--- src/include/core_cfg.svh ---
`ifndef CORE_CFG_SVH
`define CORE_CFG_SVH

// ==========================================================================
// Fetch subsystem configuration
// ==========================================================================

// Data and address width
`define XLEN 32

// Instructions delivered to decode per pair
`define FETCH_WIDTH 2

// Direct-mapped BTB size
// Must stay a power of two, index bits are taken straight from the PC
`define BTB_ENTRIES 16

// Instruction memory depth in 32-bit words
`define IMEM_WORDS 256

`endif

--- src/logic/core_pkg.sv ---
`include "core_cfg.svh"

package core_pkg;

  // One data word or byte address
  typedef logic [`XLEN-1:0] xword_t;

  // 2-bit saturating branch counter
  typedef enum logic [1:0] {
    strong_nt = 2'b00,
    weak_nt   = 2'b01,
    weak_t    = 2'b10,
    strong_t  = 2'b11
  } ctr_state_t;

  // BTB index, pair address bits 3 and up
  typedef logic [$clog2(`BTB_ENTRIES)-1:0] btb_idx_t;

  // Pair address bits above the index
  typedef logic [`XLEN-4-$clog2(`BTB_ENTRIES):0] btb_tag_t;

  // Payload part of one BTB entry
  typedef struct packed {
    btb_tag_t tag;
    xword_t   target;
  } btb_entry_t;

  // Word index into instruction memory
  typedef logic [$clog2(`IMEM_WORDS)-1:0] imem_idx_t;

endpackage

--- src/logic/fetch.sv ---
`timescale 1ns/1ps
`include "core_cfg.svh"

module fetch
  import core_pkg::*;
(
  input  logic                    clk,
  input  logic                    reset,
  input  logic                    fetch_en,
  input  logic                    stall,
  input  logic                    redirect_en,
  input  xword_t                  redirect_pc,
  input  logic                    flush_pipeline,
  input  xword_t                  flush_pc,
  // Prediction for the current PC
  input  logic                    bp_hit,
  input  logic                    bp_taken,
  input  xword_t                  bp_target,
  // Memory response
  input  logic                    imem_valid,
  input  xword_t                  imem_rdata0,
  input  xword_t                  imem_rdata1,
  input  xword_t                  imem_pc0,
  input  xword_t                  imem_pc1,
  // Predictor lookup and memory request
  output xword_t                  fetch_pc,
  output xword_t                  imem_addr0,
  output xword_t                  imem_addr1,
  output logic                    imem_ren,
  // Pair to decode
  output logic [`FETCH_WIDTH-1:0] if_valid,
  output xword_t                  if_pc0,
  output xword_t                  if_pc1,
  output xword_t                  if_instr0,
  output xword_t                  if_instr1
);

  xword_t pc_q;
  xword_t pc_d;
  // Redirect or flush, kills anything in flight
  logic   kill;

  // One pair parked while decode stalls
  logic   skid_valid_q;
  logic   skid_capture;
  xword_t skid_pc0_q;
  xword_t skid_pc1_q;
  xword_t skid_instr0_q;
  xword_t skid_instr1_q;

  // Output register load sources
  logic   load_skid;
  logic   load_resp;

  // ==========================================================================
  // PC and request
  // ==========================================================================

  assign kill = flush_pipeline || redirect_en;

  // Full skid blocks issue, no third pair in flight
  assign imem_ren   = fetch_en && !stall && !kill && !skid_valid_q;
  assign imem_addr0 = pc_q;
  assign imem_addr1 = pc_q + xword_t'(4);
  assign fetch_pc   = pc_q;

  // Flush beats redirect beats prediction
  always_comb begin
    if (flush_pipeline) begin
      pc_d = flush_pc;
    end else if (redirect_en) begin
      pc_d = redirect_pc;
    end else if (imem_ren && bp_hit && bp_taken) begin
      pc_d = bp_target;
    end else if (imem_ren) begin
      pc_d = pc_q + xword_t'(8);
    end else begin
      pc_d = pc_q;
    end
  end

  always_ff @(posedge clk or posedge reset) begin
    if (reset) begin
      pc_q <= '0;
    end else begin
      pc_q <= pc_d;
    end
  end

  // ==========================================================================
  // Skid buffer
  // ==========================================================================

  // Stalled and empty parks the response
  // A full skid never sees a response, issue was blocked the cycle before
  assign skid_capture = !kill && imem_valid && stall && !skid_valid_q;

  always_ff @(posedge clk or posedge reset) begin
    if (reset) begin
      skid_valid_q <= 1'b0;
    end else begin
      skid_valid_q <= !kill && (skid_capture || (stall && skid_valid_q));
    end
  end

  always_ff @(posedge clk) begin
    if (skid_capture) begin
      skid_pc0_q    <= imem_pc0;
      skid_pc1_q    <= imem_pc1;
      skid_instr0_q <= imem_rdata0;
      skid_instr1_q <= imem_rdata1;
    end
  end

  // ==========================================================================
  // Output register to decode
  // ==========================================================================

  // Parked pair is older, it goes first
  assign load_skid = !stall && !kill && skid_valid_q;
  assign load_resp = !stall && !kill && !skid_valid_q && imem_valid;

  // Stall holds the outputs even across a redirect, only flush clears them
  always_ff @(posedge clk or posedge reset) begin
    if (reset) begin
      if_valid <= '0;
    end else if (flush_pipeline) begin
      if_valid <= '0;
    end else if (!stall) begin
      if_valid <= {`FETCH_WIDTH{load_skid || load_resp}};
    end
  end

  always_ff @(posedge clk) begin
    if (load_skid) begin
      if_pc0    <= skid_pc0_q;
      if_pc1    <= skid_pc1_q;
      if_instr0 <= skid_instr0_q;
      if_instr1 <= skid_instr1_q;
    end else if (load_resp) begin
      if_pc0    <= imem_pc0;
      if_pc1    <= imem_pc1;
      if_instr0 <= imem_rdata0;
      if_instr1 <= imem_rdata1;
    end
  end

endmodule

--- config.mk ---
export PLATFORM = sky130hd
export DESIGN_NAME = fetch
export DESIGN_NICKNAME = d
export VERILOG_FILES = /design/src/logic/core_pkg.sv /design/src/logic/fetch.sv
export VERILOG_INCLUDE_DIRS = /design/src /design/src/include
export SDC_FILE = /design/constraint.sdc
export NUM_CORES = 1
export LEC_CHECK = 0
export BUFFER_PORTS_ARGS = -buffer_cell sky130_fd_sc_hd__buf_2
export CORE_MARGIN = 5
export CORE_UTILIZATION = 45
export DETAILED_ROUTE_END_ITERATION = 8
export PLACE_DENSITY = 0.73
export SLEW_MARGIN = 25
export SYNTH_ARGS = -nofsm -noshare
export SYNTH_HDL_FRONTEND = slang
export SYNTH_SLANG_ARGS = --single-unit
--- constraint.sdc ---
create_clock -name clk -period 26.3 [get_ports clk]
set_clock_uncertainty 0.1 [all_clocks]
set_input_delay 3.945 -clock clk [delete_from_list [all_inputs] [get_ports clk]]
set_output_delay 3.945 -clock clk [all_outputs]
set_load 0.01 [all_outputs]
==> results of run 1 <==
state kept, by name, summed over array words and instances (netlist names):
register / cells
fetch_pc: 32
skid_pc0_q: 32
skid_instr0_q: 32
skid_valid_q: 1
if_pc0: 32
skid_pc1_q: 32
if_instr0: 32
if_valid: 1
if_pc1: 32
skid_instr1_q: 32
if_instr1: 32
layer usage:
layer	part of all wire [%]	vias to the layer above
met5	0.034	-
met2	49	544
met1	37	4543
met3	11	85
met4	3.3	2
li1	-	4210
synth_stat cells, drive strengths merged, types with 2 or more instances:
library cell,number
nand2b,9
o21ai,23
a31oi,7
xnor2,22
a21oi,24
nand2,54
clkinv,2
o22a,2
a22oi,7
nor4,7
and2,2
a221o,11
edfxtp,256
nor2,47
a311oi,2
o2bb2ai,5
clkbuf,18
xor2,10
and3,4
nor3b,3
a211o,5
or3,9
ha,2
a221oi,7
buf,69
o22ai,5
nand4,16
a211oi,2
or2,2
dfrtp,34
mux2,128
mux2i,5
and4,3
inv,6
o21a,4
o211a,3
o31ai,5
o211ai,4
nand3,23
nor3,17
power by group:
group	switching (mW)	internal [mW]
Clock	0.180	0.308
Sequential	0.0221	0.517
Combinational	0.0626	0.0523
worst min path at each step:
stage / start / endpoint
6_report: skid_instr0_q[4] / if_instr0[4]
3_3_place_gp: fetch_pc[1] / fetch_pc[1]
4_1_cts: skid_instr0_q[4] / if_instr0[4]
3_5_place_dp: fetch_pc[1] / fetch_pc[1]
2_1_floorplan: skid_instr0_q[31] / if_instr0[31]
5_1_grt: skid_pc1_q[17] / if_pc1[17]
cell type report:
| type | instances | area, sq um | area share, % |
|---|---|---|---|
| sequential | 290 | 8538 | 52.14 |
| multi-input combinational | 498 | 3767 | 23.00 |
| timing repair buffer | 469 | 2372 | 14.49 |
| clock buffer | 31 | 754.5 | 4.607 |
| tap | 378 | 473.0 | 2.888 |
| clock inverter | 24 | 411.6 | 2.514 |
| inverter | 8 | 30.03 | 0.1834 |
| antenna | 12 | 30.03 | 0.1834 |
cell families (layout without fill, tap and decap cells):
logic type / count (synthesis) / count (layout) / share of synthesized area, %
mux: 133 / 133 / 11.63
buf+inv: 95 / 532 / 4.224
fa+ha+maj: 2 / 2 / 0.1951
other cells: 0 / 12 / 0
simple gates: 203 / 203 / 7.980
compound gates: 128 / 128 / 7.219
xor+xnor: 32 / 32 / 2.185
flops: 290 / 290 / 66.57
cell usage in the layout (no fill, tap or decap), types with 4 or more instances in the layout:
master,instances
buf_2,459
edfxtp_1,256
mux2_2,128
nand2_1,54
nor2_1,46
dfrtp_1,34
clkbuf_16,30
a21oi_1,24
o21ai_0,23
nand3_1,23
xnor2_1,22
nor3_1,16
nand4_1,15
diode_2,12
a221o_1,11
xor2_1,10
bufinv_16,10
buf_4,10
nand2b_1,9
or3_1,9
a221oi_1,7
a22oi_1,7
a31oi_1,6
inv_1,6
a211o_1,5
o2bb2ai_1,5
o22ai_1,5
mux2i_1,5
clkinv_2,5
clkinv_1,4
o21a_1,4
o31ai_1,4
and3_1,4
nor4_1,4
o211ai_1,4
through the flow:
step	instances	power [mW]	utilization (%)	area, sq um
2_1_floorplan	883	0.6123	-	12830
3_3_place_gp	1643	0.6596	54.32	15170
3_5_place_dp	1643	0.6631	54.34	15180
4_1_cts	1698	1.153	58.52	16350
5_1_grt	1706	1.185	58.59	16370
6_report	1710	1.142	58.63	16380
==> results.cfg, run 1 <==
[status]
outcome = finished, final reports clean

[die]
fp.dieArea_sq_um = 31980
die_x_microns = 178.8
rows = 61
core-area_sq_um = 27930
pin_count = 460
die_h_microns = 178.8
start_util_pct = 45.92

[setup_path]
arrival_ns = 5.39
crit_path_start = flush_pipeline
crit_path_end_kind = output pin
rr_worst_depth = 4
endpoint = imem_ren
crit_buf_inv = 2
cp_max_fo = 56
r2r-end = if_instr0[13]
crit_slowest_cell = buf_2
cpPeakStageDelay_ns = 0.78
startpoint_type = primary input
crit_cells = 4
r2r_slack_ns = 23.21
cp_cell_sequence = buf_2 -> or2_2 -> nor2_1 -> buf_2
timing.rr.start = skid_valid_q
path_common_cell = buf_2
critical-path-top-delay-family = buffers and inverters
path_class = primary input to output pin
cp.required_ns = 22.25

[cts]
cts_setup_buffers = 0
cts_buffers = 30
cts.repair.resized = 0
clkTransAtPathRegs_ns = 0.06
cts_buffer_depth = 3
clock_latency_ns = 0.56
cts.sinks = 290
cts-root-buf = clkbuf_16
cts_hold_repair.buffers = 0
ctsHtreeMaxLevel = 1
cts_tree = yes

[synthesis]
netlist_area_sq_um = 12830
async_flop_share_pct = 11.72
yosysTopAreaCellShare_pct = 59.94
syn_inst = 883
synth.avg_cell_area_sq_um = 14.53
synth-edff-count = 256
yosysTopAreaCell = edfxtp_1
synthFlopType = edfxtp_1
synth_fp_nets = 1118
synth_area_leaders = edfxtp_1 60%, mux2_2 11%, dfrtp_1 6.6%
seq_area_frac_synth_pct = 66.57
ys_warn_count = 0
synth_seq_cells = 290
ys_types = 67

[timing]
fmax_mhz = 106.0
setup_violations = 0
fin_crit_ns = 9.437
min_period_over_period_pct = 35.88
slew_headroom_pct = 29.77
timing.final.hold_violations = 0
rsz0062_at_grt = false
tightest_slew_ns = 1.053
report.final.slew_viol_count = 0
layout_setup_ws_ns = 16.86
fin_hold_ws_ns = 0.4375
fin_setup_tns_ns = 0

[route]
detail_route.vias_per_cell = 5.488
vias = 9384
remaining_drc_errors = 0
routed_wl_microns = 37890
ant_nets = 0
drt_iter0_markers = 734
dr.pass1.iters = 6
avgRoutedWirePerCell_microns = 22.16

[flow_run]
drv_cap = 0

[global_route]
grtUsageMet1_pct = 27.62
grt_busiest_layer = met2
gr-total-overflow = 0
grt_pass1_wl_microns = 55010
grt_max_degree = 79
grt_use_met2_pct = 37.99
grt_usage_pct = 22.34
antenna_found_initial = 11
grt_pass1_vias = 9518
grtUsageMet3_pct = 5.968

[place]
dp_slack_ns = 16.93
hpwl_microns = 27650
port_buffers = 459
place.gp.congestion = 0.9237

[cells_and_area]
area_growth_pct = 27.69
layout.nets = 1532
drive_above_1_share_pct = 50.23
fillers = 2280

[pwr]
p_per_area_nw_per_um2 = 69.74
ir_worst_vdd_mv = 0.04786
p_leak_nw = 6.363

[hold_path]
hold_depth = 1
hp-class = flip-flop to flip-flop
Note: power is estimated with default switching activity, not from simulation.
==> run 2: changes to the inputs <==
PLACE_DENSITY = 0.76   (was 0.73)
clock period = 7.81 ns   (was 26.3 ns; I/O delays follow)
==> results.cfg, run 2 (synthesized netlist as in run 1, its figures left out) <==
[status]
outcome = finished, final reports clean

[route]
drt_iter0_markers = 753
detail_route.vias_per_cell = 5.477
routed_wl_microns = 37790
remaining_drc_errors = 0
avgRoutedWirePerCell_microns = 22.15
dr.pass1.iters = 5
ant_nets = 0
vias = 9344

[setup_path]
crit_buf_inv = 1
cpPeakStageDelay_ns = 0.84
crit_slowest_cell = dfrtp_1
crit_path_end_kind = output pin
arrival_ns = 3.17
timing.rr.start = skid_valid_q
startpoint_type = flip-flop
critical-path-top-delay-family = simple AND/OR/NAND/NOR gates
cp_max_fo = 19
r2r_slack_ns = 5.22
cp.required_ns = 6.54
path_class = flip-flop to output pin
r2r-end = fetch_pc[22]
rr_worst_depth = 5
cp_cell_sequence = ha_1 -> and3_1 -> nand3_1 -> nor2_1 -> nand2_1 -> xnor2_1 -> buf_2

[cts]
cts_buffers = 31
cts.repair.resized = 0
clkTransAtPathRegs_ns = 0.06
cts_hold_repair.buffers = 0
ctsHtreeMaxLevel = 1
cts.sinks = 290
cts_buffer_depth = 3
cts-root-buf = clkbuf_16
cts_setup_buffers = 0
clock_latency_ns = 0.54
cts_tree = yes

[timing]
fin_hold_ws_ns = 0.4361
fin_crit_ns = 4.437
rsz0062_at_grt = false
fin_setup_tns_ns = 0
tightest_slew_ns = 0.9001
report.final.slew_viol_count = 0
timing.final.hold_violations = 0
setup_violations = 0
min_period_over_period_pct = 56.81
slew_headroom_pct = 39.44
fmax_mhz = 225.4

[hold_path]
hp-class = flip-flop to flip-flop
hold_depth = 2
holdPathEnd = fetch_pc[0]
hp-start = fetch_pc[0]

[pwr]
p_leak_nw = 6.265
ir_worst_vdd_mv = 0.1439
p_per_area_nw_per_um2 = 219.2

[cells_and_area]
drive_above_1_share_pct = 49.43
final_cell_mix = 459 x buf_2, 256 x edfxtp_1, 128 x mux2_2
area_growth_pct = 26.13
layout.nets = 1532
final_common_cell = buf_2

[place]
port_buffers = 459
hpwl_microns = 26870
place.gp.congestion = 0.9009

[global_route]
grt_usage_pct = 22.11
grt_pass1_wl_microns = 54930
antenna_found_initial = 8
grt_pass1_vias = 9593
gr-total-overflow = 0
grt_max_degree = 130

[die]
pin_count = 460
die_h_microns = 178.8
start_util_pct = 45.92
rows = 61
die_x_microns = 178.8
core-area_sq_um = 27930
fp.dieArea_sq_um = 31980

[flow_run]
drv_cap = 0
-- run 2: report_power, final --
part | internal [mW] | switching [mW] | total (mW)
sequential | 1.74 | 0.0720 | 1.81
combinational | 0.177 | 0.210 | 0.388
clock | 0.773 | 0.573 | 1.35
total | 2.69 | 0.855 | 3.55
-- run 2: how the worst max path moves through the flow --
stage                           endpoint      startpoint  cells after the start  slack (ns)
after global placement      fetch_pc[27]  flush_pipeline                      7        3.70
after floorplan             if_instr0[0]  flush_pipeline                      4        0.40
after detailed placement    fetch_pc[27]  flush_pipeline                      7        3.66
after CTS                 imem_addr1[22]     fetch_pc[2]                      7        3.35
after global routing      imem_addr1[22]     fetch_pc[2]                      7        3.23
final                     imem_addr1[30]     fetch_pc[2]                      7        3.37
-- run 2: metal layers --
layer | share of wire [%] | up-vias | GRT usage, %
met1 | 36 | 4508 | 26.85
li1 | - | 4208 | -
met2 | 50 | 535 | 37.77
met4 | 4.4 | 0 | 11.13
met5 | 0 | - | 0
met3 | 9.4 | 93 | 4.112
-- run 2: final cells by class --
type / instances / area [sq um]
antenna: 7 / 17.52
clock buffer: 50 / 887.1
clock inverter: 7 / 45.04
fill: 2267 / 11760
inverter: 8 / 30.03
multi-input combinational: 498 / 3785
sequential: 290 / 8538
tap: 378 / 473.0
timing repair buffer: 468 / 2402
-- run 2: through the flow --
step	cell area [sq um]	util, %	setup WS, ns	std cells	power [mW]
after global placement	15220	54.47	3.703	1642	2.219
after floorplan	12840	-	0.4020	883	2.058
final	16180	57.91	3.373	1706	3.546
after global routing	16180	57.91	3.228	1705	3.679
after detailed placement	15220	54.47	3.658	1642	2.228
after CTS	16150	57.81	3.355	1699	3.571
-- run 2: worst register-to-register path: stages (launching register included) --
cell,delay [ns]
dfrtp_1,0.46
or3b_1,0.71
o31ai_4,0.62
a211o_1,0.17
nand2_1,0.06
a221o_1,0.35
